===== src/rvb_core_pkg.sv =====
package rvb_core_pkg;

	localparam int xlen = 32;
	localparam int clmul_step = 8;                     // rs2 bits folded per cycle
	localparam int clmul_cycles = xlen / clmul_step;

	typedef logic [xlen-1:0] data_t;

	typedef enum logic [1:0] {
		unit_none,
		unit_simple,
		unit_bitcnt,
		unit_clmul
	} unit_e;

	// Operation code, meaning depends on the target unit
	typedef logic [3:0] op_t;

	localparam op_t op_andn = 4'd0;
	localparam op_t op_orn = 4'd1;
	localparam op_t op_xnor = 4'd2;
	localparam op_t op_min = 4'd3;
	localparam op_t op_max = 4'd4;
	localparam op_t op_minu = 4'd5;
	localparam op_t op_maxu = 4'd6;
	localparam op_t op_pack = 4'd7;
	localparam op_t op_cmix = 4'd8;
	localparam op_t op_cmov = 4'd9;

	localparam op_t op_clz = 4'd0;
	localparam op_t op_ctz = 4'd1;
	localparam op_t op_pcnt = 4'd2;

	localparam op_t op_clmul = 4'd0;
	localparam op_t op_clmulr = 4'd1;
	localparam op_t op_clmulh = 4'd2;

endpackage


===== src/rvb_isa_pkg.sv =====
package rvb_isa_pkg;

	// One instruction word seen as R-type or I-type
	typedef union packed {
		struct packed {
			logic [6:0] funct7;
			logic [4:0] rs2;
			logic [4:0] rs1;
			logic [2:0] funct3;
			logic [4:0] rd;
			logic [6:0] opcode;
		} r;
		struct packed {
			logic [11:0] imm12;
			logic [4:0]  rs1;
			logic [2:0]  funct3;
			logic [4:0]  rd;
			logic [6:0]  opcode;
		} i;
	} insn_u;

	localparam logic [6:0] opcode_op = 7'b0110011;
	localparam logic [6:0] opcode_opimm = 7'b0010011;

	localparam logic [6:0] funct7_logicneg = 7'b0100000;  // ANDN ORN XNOR
	localparam logic [6:0] funct7_minmax = 7'b0000101;    // MIN/MAX and CLMUL rows
	localparam logic [6:0] funct7_pack = 7'b0000100;
	localparam logic [1:0] funct2_cmix = 2'b11;           // Top five bits carry rs3

	localparam logic [2:0] funct3_andn = 3'b111;
	localparam logic [2:0] funct3_orn = 3'b110;
	localparam logic [2:0] funct3_xnor = 3'b100;
	localparam logic [2:0] funct3_clmul = 3'b001;
	localparam logic [2:0] funct3_clmulr = 3'b010;
	localparam logic [2:0] funct3_clmulh = 3'b011;
	localparam logic [2:0] funct3_min = 3'b100;
	localparam logic [2:0] funct3_max = 3'b101;
	localparam logic [2:0] funct3_minu = 3'b110;
	localparam logic [2:0] funct3_maxu = 3'b111;
	localparam logic [2:0] funct3_pack = 3'b100;
	localparam logic [2:0] funct3_cmix = 3'b001;
	localparam logic [2:0] funct3_cmov = 3'b101;
	localparam logic [2:0] funct3_bitcnt = 3'b001;

	localparam logic [11:0] imm12_clz = 12'h600;
	localparam logic [11:0] imm12_ctz = 12'h601;
	localparam logic [11:0] imm12_pcnt = 12'h602;

endpackage

===== src/rvb_fu_if.sv =====
`timescale 1ns/10ps

interface rvb_fu_if;

	logic                valid;
	logic                ready;
	rvb_core_pkg::data_t rs1;
	rvb_core_pkg::data_t rs2;
	rvb_core_pkg::data_t rs3;
	rvb_core_pkg::op_t   op;

	// Issue stage side
	modport issue (output valid, output rs1, output rs2, output rs3, output op, input ready);

	// Functional unit side
	modport unit (input valid, input rs1, input rs2, input rs3, input op, output ready);

endinterface


===== src/rvb_top.sv =====
`timescale 1ns/10ps

module rvb_top (
	input  logic                clock,
	input  logic                reset,
	input  logic                din_valid,
	output logic                din_ready,
	output logic                din_decoded,
	input  rvb_core_pkg::data_t din_rs1,
	input  rvb_core_pkg::data_t din_rs2,
	input  rvb_core_pkg::data_t din_rs3,
	input  logic [31:0]         din_insn,
	output logic                dout_valid,
	input  logic                dout_ready,
	output rvb_core_pkg::data_t dout_rd
);

	rvb_core_pkg::unit_e unit;
	rvb_core_pkg::op_t   op;
	logic                out_ready;
	logic                simple_done;
	logic                bitcnt_done;
	logic                clmul_done;
	rvb_core_pkg::data_t simple_rd;
	rvb_core_pkg::data_t bitcnt_rd;
	rvb_core_pkg::data_t clmul_rd;

	rvb_fu_if simple_req ();
	rvb_fu_if bitcnt_req ();
	rvb_fu_if clmul_req ();

	rvb_decoder i_decoder (
		.insn (din_insn),
		.unit (unit),
		.op   (op)
	);

	rvb_dispatch i_dispatch (
		.clock       (clock),
		.reset       (reset),
		.din_valid   (din_valid),
		.din_ready   (din_ready),
		.din_decoded (din_decoded),
		.din_rs1     (din_rs1),
		.din_rs2     (din_rs2),
		.din_rs3     (din_rs3),
		.unit        (unit),
		.op          (op),
		.simple_req  (simple_req),
		.bitcnt_req  (bitcnt_req),
		.clmul_req   (clmul_req),
		.simple_done (simple_done),
		.bitcnt_done (bitcnt_done),
		.clmul_done  (clmul_done),
		.simple_rd   (simple_rd),
		.bitcnt_rd   (bitcnt_rd),
		.clmul_rd    (clmul_rd),
		.out_ready   (out_ready),
		.dout_valid  (dout_valid),
		.dout_ready  (dout_ready),
		.dout_rd     (dout_rd)
	);

	rvb_simple i_simple (
		.req       (simple_req),
		.out_ready (out_ready),
		.done      (simple_done),
		.rd        (simple_rd)
	);

	rvb_bitcnt i_bitcnt (
		.req       (bitcnt_req),
		.out_ready (out_ready),
		.done      (bitcnt_done),
		.rd        (bitcnt_rd)
	);

	rvb_clmul i_clmul (
		.clock     (clock),
		.reset     (reset),
		.req       (clmul_req),
		.out_ready (out_ready),
		.done      (clmul_done),
		.rd        (clmul_rd)
	);

endmodule


===== src/rvb_clmul.sv =====
`timescale 1ns/10ps

module rvb_clmul (
	input  logic                clock,
	input  logic                reset,
	rvb_fu_if.unit              req,
	input  logic                out_ready,
	output logic                done,
	output rvb_core_pkg::data_t rd
);

	typedef logic [$clog2(rvb_core_pkg::clmul_cycles)-1:0] cnt_t;

	logic                          running;
	logic                          take;
	cnt_t                          cnt;
	logic [2*rvb_core_pkg::xlen-1:0] acc;
	logic [2*rvb_core_pkg::xlen-1:0] acc_in;
	logic [2*rvb_core_pkg::xlen-1:0] acc_next;
	logic [2*rvb_core_pkg::xlen-1:0] a_q;
	logic [2*rvb_core_pkg::xlen-1:0] step_a;
	rvb_core_pkg::data_t           b_q;
	rvb_core_pkg::data_t           step_b;
	rvb_core_pkg::op_t             op_q;

	assign req.ready = !running && !done;  // Idle
	assign take = req.valid && req.ready;

	// The accepting edge already folds the first slice of rs2
	assign step_a = take ? {{rvb_core_pkg::xlen{1'b0}}, req.rs1} : a_q;
	assign step_b = take ? req.rs2 : b_q;
	assign acc_in = take ? '0 : acc;

	always_comb begin
		acc_next = acc_in;
		for (int i = 0; i < rvb_core_pkg::clmul_step; i++) begin
			if (step_b[i])
				acc_next = acc_next ^ (step_a << i);
		end
	end

	always_ff @(posedge clock) begin
		if (reset) begin
			running <= 1'b0;
			done <= 1'b0;
			cnt <= '0;
		end else if (take) begin
			running <= 1'b1;
			cnt <= cnt_t'(1);
		end else if (running) begin
			cnt <= cnt + 1'b1;
			if (cnt == cnt_t'(rvb_core_pkg::clmul_cycles - 1)) begin
				running <= 1'b0;
				done <= 1'b1;
			end
		end else if (done && out_ready) begin
			done <= 1'b0;  // Result taken
		end
	end

	always_ff @(posedge clock) begin
		if (take || running) begin
			acc <= acc_next;
			a_q <= step_a << rvb_core_pkg::clmul_step;
			b_q <= step_b >> rvb_core_pkg::clmul_step;
		end
		if (take)
			op_q <= req.op;
	end

	always_comb begin
		case (op_q)
			rvb_core_pkg::op_clmulr: rd = acc[2*rvb_core_pkg::xlen-2:rvb_core_pkg::xlen-1];
			rvb_core_pkg::op_clmulh: rd = acc[2*rvb_core_pkg::xlen-1:rvb_core_pkg::xlen];
			default: rd = acc[rvb_core_pkg::xlen-1:0];
		endcase
	end

endmodule


===== src/rvb_bitcnt.sv =====
`timescale 1ns/10ps

module rvb_bitcnt (
	rvb_fu_if.unit              req,
	input  logic                out_ready,
	output logic                done,
	output rvb_core_pkg::data_t rd
);

	rvb_core_pkg::data_t src;
	rvb_core_pkg::data_t tz;
	rvb_core_pkg::data_t ones;

	assign req.ready = out_ready;
	assign done = req.valid;

	// CLZ is counted as trailing zeros of the reversed word
	assign src = (req.op == rvb_core_pkg::op_clz) ?
		rvb_core_pkg::data_t'({<<{req.rs1}}) : req.rs1;

	always_comb begin
		tz = rvb_core_pkg::xlen;  // All-zero operand
		ones = '0;
		for (int i = rvb_core_pkg::xlen - 1; i >= 0; i--) begin
			if (src[i])
				tz = rvb_core_pkg::data_t'(i);  // Lowest set bit wins
			ones = ones + rvb_core_pkg::data_t'(src[i]);
		end
	end

	assign rd = (req.op == rvb_core_pkg::op_pcnt) ? ones : tz;

endmodule


===== src/rvb_simple.sv =====
`timescale 1ns/10ps

module rvb_simple (
	rvb_fu_if.unit              req,
	input  logic                out_ready,
	output logic                done,
	output rvb_core_pkg::data_t rd
);

	logic lt_s;
	logic lt_u;

	// Single cycle, so the request passes straight to the output register
	assign req.ready = out_ready;
	assign done = req.valid;

	assign lt_s = $signed(req.rs1) < $signed(req.rs2);
	assign lt_u = req.rs1 < req.rs2;

	always_comb begin
		case (req.op)
			rvb_core_pkg::op_andn: rd = req.rs1 & ~req.rs2;
			rvb_core_pkg::op_orn: rd = req.rs1 | ~req.rs2;
			rvb_core_pkg::op_xnor: rd = ~(req.rs1 ^ req.rs2);
			rvb_core_pkg::op_min: rd = lt_s ? req.rs1 : req.rs2;
			rvb_core_pkg::op_max: rd = lt_s ? req.rs2 : req.rs1;
			rvb_core_pkg::op_minu: rd = lt_u ? req.rs1 : req.rs2;
			rvb_core_pkg::op_maxu: rd = lt_u ? req.rs2 : req.rs1;
			rvb_core_pkg::op_pack: begin
				rd = {req.rs2[rvb_core_pkg::xlen/2-1:0], req.rs1[rvb_core_pkg::xlen/2-1:0]};
			end
			rvb_core_pkg::op_cmix: rd = (req.rs1 & req.rs2) | (req.rs3 & ~req.rs2);  // rs2 is the mask
			rvb_core_pkg::op_cmov: rd = (req.rs2 != '0) ? req.rs1 : req.rs3;
			default: rd = '0;
		endcase
	end

endmodule


===== src/rvb_dispatch.sv =====
`timescale 1ns/10ps

module rvb_dispatch (
	input  logic                clock,
	input  logic                reset,
	input  logic                din_valid,
	output logic                din_ready,
	output logic                din_decoded,
	input  rvb_core_pkg::data_t din_rs1,
	input  rvb_core_pkg::data_t din_rs2,
	input  rvb_core_pkg::data_t din_rs3,
	input  rvb_core_pkg::unit_e unit,
	input  rvb_core_pkg::op_t   op,
	rvb_fu_if.issue             simple_req,
	rvb_fu_if.issue             bitcnt_req,
	rvb_fu_if.issue             clmul_req,
	input  logic                simple_done,
	input  logic                bitcnt_done,
	input  logic                clmul_done,
	input  rvb_core_pkg::data_t simple_rd,
	input  rvb_core_pkg::data_t bitcnt_rd,
	input  rvb_core_pkg::data_t clmul_rd,
	output logic                out_ready,
	output logic                dout_valid,
	input  logic                dout_ready,
	output rvb_core_pkg::data_t dout_rd
);

	logic                busy;
	logic                accept;
	logic                any_done;
	logic                simple_v;
	logic                bitcnt_v;
	logic                clmul_v;
	rvb_core_pkg::data_t rs1_q;
	rvb_core_pkg::data_t rs2_q;
	rvb_core_pkg::data_t rs3_q;
	rvb_core_pkg::op_t   op_q;

	assign din_decoded = unit != rvb_core_pkg::unit_none;
	assign din_ready = !reset && !busy && din_decoded;
	assign accept = din_valid && din_ready;
	assign out_ready = !dout_valid || dout_ready;  // Output register free
	assign any_done = simple_done || bitcnt_done || clmul_done;

	assign simple_req.valid = simple_v;
	assign simple_req.rs1 = rs1_q;
	assign simple_req.rs2 = rs2_q;
	assign simple_req.rs3 = rs3_q;
	assign simple_req.op = op_q;
	assign bitcnt_req.valid = bitcnt_v;
	assign bitcnt_req.rs1 = rs1_q;
	assign bitcnt_req.rs2 = rs2_q;
	assign bitcnt_req.rs3 = rs3_q;
	assign bitcnt_req.op = op_q;
	assign clmul_req.valid = clmul_v;
	assign clmul_req.rs1 = rs1_q;
	assign clmul_req.rs2 = rs2_q;
	assign clmul_req.rs3 = rs3_q;
	assign clmul_req.op = op_q;

	// One-hot request valid, dropped once the unit takes it
	always_ff @(posedge clock) begin
		if (reset) begin
			simple_v <= 1'b0;
			bitcnt_v <= 1'b0;
			clmul_v <= 1'b0;
		end else if (accept) begin
			simple_v <= unit == rvb_core_pkg::unit_simple;
			bitcnt_v <= unit == rvb_core_pkg::unit_bitcnt;
			clmul_v <= unit == rvb_core_pkg::unit_clmul;
		end else begin
			if (simple_req.ready)
				simple_v <= 1'b0;
			if (bitcnt_req.ready)
				bitcnt_v <= 1'b0;
			if (clmul_req.ready)
				clmul_v <= 1'b0;
		end
	end

	always_ff @(posedge clock) begin
		if (accept) begin
			rs1_q <= din_rs1;
			rs2_q <= din_rs2;
			rs3_q <= din_rs3;
			op_q <= op;
		end
	end

	// Busy from accept until the result reaches the output register
	always_ff @(posedge clock) begin
		if (reset)
			busy <= 1'b0;
		else if (accept)
			busy <= 1'b1;
		else if (out_ready && any_done)
			busy <= 1'b0;
	end

	always_ff @(posedge clock) begin
		if (reset)
			dout_valid <= 1'b0;
		else if (out_ready)
			dout_valid <= any_done;
	end

	always_ff @(posedge clock) begin
		if (out_ready && any_done)
			dout_rd <= simple_done ? simple_rd : bitcnt_done ? bitcnt_rd : clmul_rd;
	end

endmodule


===== src/rvb_decoder.sv =====
`timescale 1ns/10ps

module rvb_decoder (
	input  rvb_isa_pkg::insn_u  insn,
	output rvb_core_pkg::unit_e unit,
	output rvb_core_pkg::op_t   op
);

	always_comb begin
		unit = rvb_core_pkg::unit_none;
		op = rvb_core_pkg::op_andn;
		if (insn.r.opcode == rvb_isa_pkg::opcode_op) begin
			if (insn.r.funct7[1:0] == rvb_isa_pkg::funct2_cmix) begin
				unit = rvb_core_pkg::unit_simple;  // rs3 field ignored here
				case (insn.r.funct3)
					rvb_isa_pkg::funct3_cmix: op = rvb_core_pkg::op_cmix;
					rvb_isa_pkg::funct3_cmov: op = rvb_core_pkg::op_cmov;
					default: unit = rvb_core_pkg::unit_none;
				endcase
			end else if (insn.r.funct7 == rvb_isa_pkg::funct7_logicneg) begin
				unit = rvb_core_pkg::unit_simple;
				case (insn.r.funct3)
					rvb_isa_pkg::funct3_andn: op = rvb_core_pkg::op_andn;
					rvb_isa_pkg::funct3_orn: op = rvb_core_pkg::op_orn;
					rvb_isa_pkg::funct3_xnor: op = rvb_core_pkg::op_xnor;
					default: unit = rvb_core_pkg::unit_none;
				endcase
			end else if (insn.r.funct7 == rvb_isa_pkg::funct7_minmax) begin
				// Upper funct3 half is min/max, lower half multiplies
				unit = insn.r.funct3[2] ? rvb_core_pkg::unit_simple : rvb_core_pkg::unit_clmul;
				case (insn.r.funct3)
					rvb_isa_pkg::funct3_clmul: op = rvb_core_pkg::op_clmul;
					rvb_isa_pkg::funct3_clmulr: op = rvb_core_pkg::op_clmulr;
					rvb_isa_pkg::funct3_clmulh: op = rvb_core_pkg::op_clmulh;
					rvb_isa_pkg::funct3_min: op = rvb_core_pkg::op_min;
					rvb_isa_pkg::funct3_max: op = rvb_core_pkg::op_max;
					rvb_isa_pkg::funct3_minu: op = rvb_core_pkg::op_minu;
					rvb_isa_pkg::funct3_maxu: op = rvb_core_pkg::op_maxu;
					default: unit = rvb_core_pkg::unit_none;
				endcase
			end else if (insn.r.funct7 == rvb_isa_pkg::funct7_pack &&
					insn.r.funct3 == rvb_isa_pkg::funct3_pack) begin
				unit = rvb_core_pkg::unit_simple;
				op = rvb_core_pkg::op_pack;
			end
		end else if (insn.i.opcode == rvb_isa_pkg::opcode_opimm &&
				insn.i.funct3 == rvb_isa_pkg::funct3_bitcnt) begin
			unit = rvb_core_pkg::unit_bitcnt;  // Selected by imm12
			case (insn.i.imm12)
				rvb_isa_pkg::imm12_clz: op = rvb_core_pkg::op_clz;
				rvb_isa_pkg::imm12_ctz: op = rvb_core_pkg::op_ctz;
				rvb_isa_pkg::imm12_pcnt: op = rvb_core_pkg::op_pcnt;
				default: unit = rvb_core_pkg::unit_none;
			endcase
		end
	end

endmodule


===== config.mk =====
export PLATFORM = sky130hd
export DESIGN_NAME = rvb_top
export DESIGN_NICKNAME = d
export VERILOG_FILES = /design/src/rvb_core_pkg.sv /design/src/rvb_isa_pkg.sv /design/src/rvb_fu_if.sv /design/src/rvb_top.sv /design/src/rvb_clmul.sv /design/src/rvb_bitcnt.sv /design/src/rvb_simple.sv /design/src/rvb_dispatch.sv /design/src/rvb_decoder.sv
export SDC_FILE = /design/constraint.sdc
export NUM_CORES = 1
export LEC_CHECK = 0
export BUFFER_PORTS_ARGS = -buffer_cell sky130_fd_sc_hd__buf_2
export CORE_MARGIN = 2
export CORE_UTILIZATION = 63
export CTS_CLUSTER_SIZE = 16
export DETAILED_ROUTE_END_ITERATION = 7
export PLACE_DENSITY = 0.82
export REMOVE_ABC_BUFFERS = 1
export SYNTH_ARGS = -nofsm -noshare
export SYNTH_HDL_FRONTEND = slang
export SYNTH_HIERARCHICAL = 1
export SYNTH_SLANG_ARGS = --single-unit

===== constraint.sdc =====
create_clock -name clock -period 9.43 [get_ports clock]
set_input_delay 0 -clock clock [delete_from_list [all_inputs] [get_ports clock]]
set_output_delay 0 -clock clock [all_outputs]
set_load 0.02 [all_outputs]

* Word-level counts from Yosys, hierarchy flattened
Cells that the tools add are included.
** Storage, ports and cells
- Flip-flop bits (word level) :: 289
- Input bits :: 132
- Output and inout bits :: 35
- Logic and storage cells :: 224
** Operators by class
- $add $sub $neg :: 32
- Order comparisons :: 2
- Eq/ne operators :: 32
- Muxes and demuxes :: 90
- Bitwise logic cells :: 17
- Reduce and logical (&&, ||, !) cells :: 32
** Operators with widths (count)
- 32-bit by 1-bit adder with 32-bit output :: 30
- 64-bit two-way mux :: 10
- 64-bit bitwise XOR :: 8
- 32-bit case mux with 10 select lines :: 1
- 32-bit two-way mux :: 9
- 6-bit two-way mux :: 32
- 32-bit AND :: 3
- 32-bit less-than comparator :: 2
- 32-bit inverter :: 2
- 32-bit bitwise OR :: 2
- 32-bit case mux with 2 select lines :: 1
- 12-bit by 11-bit == test with 1-bit output (second input constant) :: 3
- 32-bit nonzero test :: 1
- 32-bit bitwise XOR :: 1
- 24-bit two-way mux :: 1
- 4-bit two-way mux :: 5
- 1-bit two-way mux :: 18
- 3-bit case mux with 6 select lines :: 1
- 4-bit by 3-bit == test with 1-bit output (second input constant) :: 4
- 2-bit two-way mux :: 8
- 7-bit by 3-bit == test with 1-bit output (second input constant) :: 2
- 7-bit by 6-bit == test with 1-bit output (second input constant) :: 2
- 3-bit == test (second input constant) :: 4
- 4-bit by 2-bit == test with 1-bit output (second input constant) :: 3
- 23 further kinds :: 52

* Longest topological paths before layout
Gate-level depths: netlist (run 1).
- Word-level depth :: 37
- Gate-level depth with buffers :: 24

* By module
Netlist (run 1), hierarchy kept.
** Modules (own cells, without submodules)
- rvb_clmul :: times used 1, cells an instance 1960, area an instance 15507.4 sq um, sequential area each 4524.3 sq um
- rvb_dispatch :: times used 1, cells an instance 464, area an instance 6349.8 sq um, sequential area each 4063.9 sq um
- rvb_simple :: times used 1, cells an instance 502, area an instance 3545.9 sq um, sequential area each 0.0 sq um
- rvb_bitcnt :: times used 1, cells an instance 297, area an instance 2155.8 sq um, sequential area each 0.0 sq um
- rvb_decoder :: times used 1, cells an instance 41, area an instance 267.8 sq um, sequential area each 0.0 sq um

* Worst setup path before layout (run 1)
No wires, ideal clock.
- Kind :: flip-flop to flip-flop
- Start :: register i_dispatch.op_q[1] (netlist: i_dispatch/bitcnt_req.op[1])
- End :: register i_dispatch.dout_rd[1] (data pin)
- Data arrival time :: 6.490 ns
- Data required time :: 9.163 ns
- Slack :: 2.673 ns
- Cell stages (with the launch flop) :: 25
- Path buffers :: 3
- Cell sequence :: edfxtp_1 > or4_4 > buf_6 > clkbuf_1 > clkbuf_1 > nand2_1 > nand2_1 > fa_1 > inv_1 > fa_1 > inv_1 > fa_1 > fa_1 > fa_1 > fa_1 > inv_1 > fa_1 > inv_1 > fa_1 > a221oi_1 > nand3_1 > a21oi_1 > nor2_1 > mux2i_1 > o21ai_0
** Between the ends
- Cells in the longest elaborated chain, start to end :: 37
** RTL lines
- start: declaration :: RTL line rvb_dispatch.sv:38 : rvb_core_pkg::op_t op_q;
- start signal: assignment :: RTL line rvb_dispatch.sv:87 : op_q <= op;
- parallel branches: the longest is 34 deep, another holds 32-bit by 1-bit adder with 32-bit output
- 32-bit two-way mux * :: RTL line rvb_bitcnt.sv:31 : assign rd = (req.op == rvb_core_pkg::op_pcnt) ? ones : tz;
- net bitcnt_rd[1] :: RTL line rvb_top.sv:25 : rvb_core_pkg::data_t bitcnt_rd;
- 32-bit two-way mux * (2 in a row) :: RTL line rvb_dispatch.sv:110 : dout_rd <= simple_done ? simple_rd : bitcnt_done ? bitcnt_rd : clmul_rd;
- end signal: assignment :: RTL line rvb_dispatch.sv:110
- end: declaration :: RTL line rvb_dispatch.sv:26 : output rvb_core_pkg::data_t dout_rd
Mark *: on every way through the listed nets, which the timed path passes.
A chain may end at the register's enable or synchronous reset.

* Worst setup path after layout (run 1)
- Start :: register i_dispatch.op_q[2] (netlist: i_dispatch/bitcnt_req.op[2])
- End :: register i_dispatch.dout_rd[1] (data pin)
The elaborated chain is that of the path after synthesis.

==> results of run 1 <==
[area by class of cell]
type | instances | share of cell area, %
repair buffers | 319 | 7.80
flip-flops and latches | 289 | 29.3
inverters | 93 | 1.20
clock inverters | 23 | 1.05
well taps | 585 | 2.50
multi-input cells | 2441 | 55.4
clock buffers | 35 | 2.77
[report_power, final]
group	switching (mW)	leakage, nW	total, mW	internal [mW]
Combinational	0.0288	8.91	0.0791	0.0503
Sequential	0.000225	2.59	1.39	1.39
Clock	0.578	0.541	1.37	0.790
[routing by layer]
| layer | GRT usage (%) | vias up | wire length [um] |
|---|---|---|---|
| li1 | - | 10400 | - |
| met1 | 47.7 | 11200 | 31500 |
| met2 | 59.8 | 1594 | 38600 |
| met3 | 6.72 | 307 | 9660 |
| met4 | 16.9 | 2 | 3940 |
| met5 | 0 | - | 12 |
[final timing paths]
path                                                       startpoint  cells after the start                                      end
worst max-delay path            i_dispatch/bitcnt_req.op[2]$_DFFE_PP_                     20          i_dispatch/dout_rd[1]$_DFFE_PP_
worst min-delay path                                      din_rs2[11]                      2  i_dispatch/bitcnt_req.rs2[11]$_DFFE_PP_
worst max register to register  i_dispatch/bitcnt_req.op[2]$_DFFE_PP_                     20          i_dispatch/dout_rd[1]$_DFFE_PP_
worst min register to register              i_clmul/b_q[13]$_DFFE_PP_                      2                 i_clmul/b_q[5]$_DFFE_PP_
[worst register-to-register path, cell delays in order (launching register included)]
cell,delay (ps)
edfxtp_1,680
nor4_4,340
buf_4,510
mux2i_1,400
inv_1,100
fa_1,470
fa_1,520
fa_1,510
fa_1,530
fa_1,540
fa_1,540
inv_1,50
fa_1,400
inv_1,90
fa_1,460
a221oi_1,340
nand3_1,120
a21oi_1,160
nor2_1,60
mux2i_1,120
o21ai_0,90
[state kept, by name, indices dropped and copies added, names as in the netlist, 2 cells and up, named ones only]
signal / count
i_dispatch/bitcnt_req.rs3: 32
i_dispatch/bitcnt_req.rs1: 32
i_clmul/b_q: 24
i_clmul/acc: 63
i_dispatch/bitcnt_req.op: 4
i_clmul/a_q: 56
i_dispatch/bitcnt_req.rs2: 32
i_clmul/cnt: 2
i_clmul/op_q: 4
i_dispatch/dout_rd: 32
[stage by stage]
stage	instances	utilization, %	setup slack, ps
4_1_cts	3785	67.9	2200
3_3_place_gp	3614	62.7	2320
3_5_place_dp	3614	62.7	2210
6_report	3785	67.9	2120
2_1_floorplan	2823	-	784
5_1_grt	3785	67.9	1820
==> impl_metrics.py, run 1 <==
metrics = {
    "grt": {
        "grt_pass1_vias": 23300,
        "grt-ovfl-total": 0,
        "grt_max_degree": 68,
        "track_usage_pct": 36.7,
        "antenna_found_initial": 1,
        "grt_pass1_wl_um": 129000,
    },
    "power": {
        "power_mw": 2.84,
        "power_density_nw_per_um2": 96.9,
        "leakage_nw": 12.0,
        "vdd.ir_drop.worst_mv": 0.154,
    },
    "clocking": {
        "insertion_delay_ps": 630,
        "ctsResizeCount": 0,
        "cts_buffer_depth": 3,
        "cts_buffers": 31,
        "cts_sinks": 289,
        "hold_buffers": 113,
        "h-tree-depth": 1,
        "path_clk_slew_ps": 70,
        "cts_tree": "yes",
        "root_buffer": "clkbuf_16",
        "postCtsSetupRepairBufs": 0,
    },
    "synth": {
        "syn_avg_cell_area_um2": 8.54,
        "synth_area_um2": 27600,
        "yosys_warnings": 6,
        "synthCells": 3232,
    },
    "setup_path": {
        "r2r_slack_ps": 2120,
        "path_class": "register to register",
        "cp_top_family": "adder cells",
        "critical_path.most_common_cell": "fa_1",
        "cp_cell_sequence": "nor4_4 -> buf_4 -> mux2i_1 -> inv_1 -> fa_1 -> fa_1 -> fa_1 -> fa_1 -> fa_1 -> fa_1 -> inv_1 -> fa_1 -> inv_1 -> fa_1 -> a221oi_1 -> nand3_1 -> a21oi_1 -> nor2_1 -> mux2i_1 -> o21ai_0",
        "arrival_ps": 7650,
        "endpoint_kind": "register",
        "crit_required_ps": 9770,
        "cp_slowest_cell": "edfxtp_1",
        "max_stage_delay_ps": 680,
        "critPathLaunchType": "register",
        "worst-path-buf-inv": 4,
        "worstPathMaxFanout": 49,
    },
    "hold_path": {
        "hold_path.class": "primary input to register",
    },
    "layout": {
        "layout_commonest_cell": "nand2_1",
        "antenna_cells": 0,
        "syn2layout_area_growth_pct": 6.27,
        "drive_above_1_share_pct": 9.72,
        "design_area_um2": 29300,
        "nNetsFinal": 3405,
        "fillers": 3309,
        "multi_input_area_um2": 16200,
        "regArea_um2": 8590,
        "final_cell_mix": "1019 x nand2_1, 416 x xnor2_1, 280 x edfxtp_1",
    },
    "routing": {
        "routedWlPerCell_um": 22.1,
        "wl_um": 83800,
        "drtAntennaViolNets": 0,
        "first_pass_iters": 8,
        "dr_total_vias": 23500,
        "drt_iter0_drc": 3246,
        "viasPerCell": 6.20,
        "drcViolationCount": 0,
    },
    "timing": {
        "setup_violations": 0,
        "hold_viol": 0,
        "slew_viol_final": 0,
        "min_period_ps": 7310,
        "slew_headroom_pct": 12.6,
        "tns_ps": 0,
        "skew_ps": 30.4,
        "fin_hold_ws_ps": 75.9,
        "worstMarginPinSlew_ps": 1310,
        "fin_crit_sh_pct": 77.5,
        "rsz0062_at_grt": "false",
        "fmax_ghz": 0.137,
    },
    "status": {
        "outcome": "completed",
    },
    "placement": {
        "place_area_um2": 27100,
        "gp_congestion": 0.969,
        "io_buffers": 156,
        "post-dp-hpwl_um": 53100,
    },
    "floorplanning": {
        "io_pins": 167,
        "die-width_um": 213,
        "die_h_um": 213,
        "initial_core_util_pct": 63.9,
        "fp.coreArea_um2": 43200,
        "dieArea_um2": 45500,
        "num_rows": 76,
    },
    "flow_run": {
        "maxCapViolCount": 0,
    },
}
Power figures use the tool's default switching activity.
==> run 2, diff against run 1 <==
CORE_UTILIZATION = 57   (was 63)
PLACE_DENSITY = 0.78   (was 0.82)
clock period = 6 ns   (was 9.43 ns; I/O delays follow)
==> run 2 against run 1 <==
  * The flow now finishes with violations (design-rule violations, negative setup slack)
  * First-iteration DRC count fell by 1.5%
  * Final cell count rose by 2.4%
  * Clock skew fell by 9.1 ps
  * Largest cell class unchanged
==> impl_metrics.py, run 2 (synthesis results as in run 1) <==
metrics = {
    "timing": {
        "setup_violations": 4,
        "slew_headroom_pct": 12.2,
        "hold_viol": 0,
        "skew_ps": 21.4,
        "min_period_ps": 6420,
        "worstMarginPinSlew_ps": 1320,
        "fin_hold_ws_ps": 72.1,
        "fin_ws_ps": -418,
        "rsz0062_at_grt": "true",
        "tns_ps": -1160,
        "fmax_ghz": 0.156,
        "slew_viol_final": 0,
        "fin_crit_sh_pct": 107,
    },
    "setup_path": {
        "arrival_ps": 6710,
        "cp_slowest_cell": "or4_4",
        "cp_cell_sequence": "buf_6 -> or4_4 -> nand2_2 -> nand2_2 -> fa_1 -> inv_2 -> fa_1 -> inv_2 -> fa_1 -> fa_1 -> fa_1 -> fa_1 -> inv_2 -> fa_2 -> inv_2 -> fa_2 -> a221oi_2 -> nand3_1 -> a21oi_1 -> nor2_1 -> mux2i_1 -> o21ai_1",
        "max_stage_delay_ps": 600,
        "endpoint_kind": "register",
        "critical_path.most_common_cell": "fa_1",
        "path_class": "register to register",
        "crit_required_ps": 6290,
        "worstPathMaxFanout": 5,
        "critPathLaunchType": "register",
    },
    "status": {
        "outcome": "finished with violations",
        "violations": "design-rule violations, negative setup slack",
    },
    "grt": {
        "grt_pass1_vias": 23300,
        "antenna_found_initial": 1,
        "grt_max_degree": 66,
        "grt_pass1_wl_um": 132000,
        "track_usage_pct": 33.7,
        "grt-ovfl-total": 0,
    },
    "floorplanning": {
        "num_rows": 80,
        "die_h_um": 224,
        "die-width_um": 224,
        "dieArea_um2": 50200,
        "initial_core_util_pct": 57.8,
        "fp.coreArea_um2": 47700,
        "io_pins": 167,
    },
    "layout": {
        "antenna_cells": 0,
        "regMostFlops": "i_clmul/acc",
        "final_cells": 3876,
        "layout_commonest_cell": "nand2_1",
        "fillers": 3809,
        "design_area_um2": 29900,
        "final_core_util_pct": 62.6,
        "largest_reg_flops": 63,
        "final_cell_mix": "1014 x nand2_1, 416 x xnor2_1, 280 x edfxtp_1",
        "top_regs": "i_clmul/acc (63), i_clmul/a_q (56)",
        "drive_above_1_share_pct": 11.8,
        "syn2layout_area_growth_pct": 8.41,
        "nNetsFinal": 3463,
    },
    "routing": {
        "drt_iter0_drc": 3196,
        "wl_um": 86300,
        "routedWlPerCell_um": 22.3,
        "drtAntennaViolNets": 0,
        "drcViolationCount": 1,
        "first_pass_iters": 8,
        "dr_total_vias": 23600,
        "viasPerCell": 6.10,
    },
    "power": {
        "power_density_nw_per_um2": 153,
        "vdd.ir_drop.worst_mv": 0.229,
        "power_mw": 4.59,
        "leakage_nw": 12.4,
    },
    "clocking": {
        "h-tree-depth": 2,
        "cts_buffer_depth": 3,
        "cts_tree": "yes",
        "insertion_delay_ps": 570,
        "cts_buffers": 36,
        "root_buffer": "clkbuf_16",
        "path_clk_slew_ps": 60,
        "cts_sinks": 289,
    },
    "placement": {
        "post-dp-hpwl_um": 56200,
        "placed_cells": 3687,
        "place_area_um2": 27400,
        "io_buffers": 156,
        "dpl_worst_slack_ps": -511,
        "gp_congestion": 0.969,
    },
    "hold_path": {
        "hold_path.class": "primary input to register",
    },
    "flow_run": {
        "maxCapViolCount": 0,
    },
}
run 2: cell count changes in the layout (fill, tap and decap cells not counted), moves of 5 or more:
| cell | change |
|---|---|
| buf_4 | +51 |
| nand2_2 | +5 |
| clkbuf_16 | +6 |
| nand2_1 | -5 |
run 2: cell type report:
type	count	area (um^2)	area share, %
multi-input combinational	2442	16300	54.5
sequential	289	8590	28.7
timing repair buffer	371	2690	9.01
clock buffer	44	962	3.22
tap	615	769	2.57
inverter	93	352	1.18
clock inverter	22	246	0.824
run 2: power breakdown:
part	leakage (nW)	switching, mW	internal, mW
logic	9.18	0.0425	0.0788
registers	2.59	0.000215	2.19
clock network	0.594	0.916	1.36
total	12.4	0.958	3.63
run 2: repair_timing:
item	CTS	global route
setup endpoints to repair	5	5
pin swaps	12	19
gates resized for setup	11	15
hold buffers	110	0
setup buffers	5	7
hold endpoints to repair	108	0
cloned	1	0
run 2: layer usage:
metal	share of wire (%)	vias up	routed length, um	GRT usage (%)
met2	46	1614	39700	54.4
met3	11	315	9640	6.55
met4	5.4	2	4620	17.3
met5	0.015	-	13	0
li1	-	10500	-	-
met1	37	11200	32300	43.2
run 2: path summary, 6_finish.rpt:
kind	endpoint	startpoint	slack, ps	depth (start not counted)
worst min-delay path	i_dispatch/bitcnt_req.op[0]$_DFFE_PP_	din_insn[14]	70	3
worst min register to register	i_clmul/b_q[14]$_DFFE_PP_	i_clmul/b_q[22]$_SDFFCE_PN0P_	520	2
worst max-delay path	i_dispatch/dout_rd[1]$_DFFE_PP_	i_dispatch/bitcnt_req.op[0]$_DFFE_PP_	-420	22
worst max register to register	i_dispatch/dout_rd[1]$_DFFE_PP_	i_dispatch/bitcnt_req.op[0]$_DFFE_PP_	-420	22
run 2: worst max-delay path: cells and delay by family, from the launching register on:
kind / cells / cell delay [ps]
adders and majority gates: 8 / 3840
and+or+nand+nor: 5 / 900
DFF: 1 / 460
AOI/OAI and AO/OA: 3 / 450
buffers and inverters: 5 / 350
muxes: 1 / 130
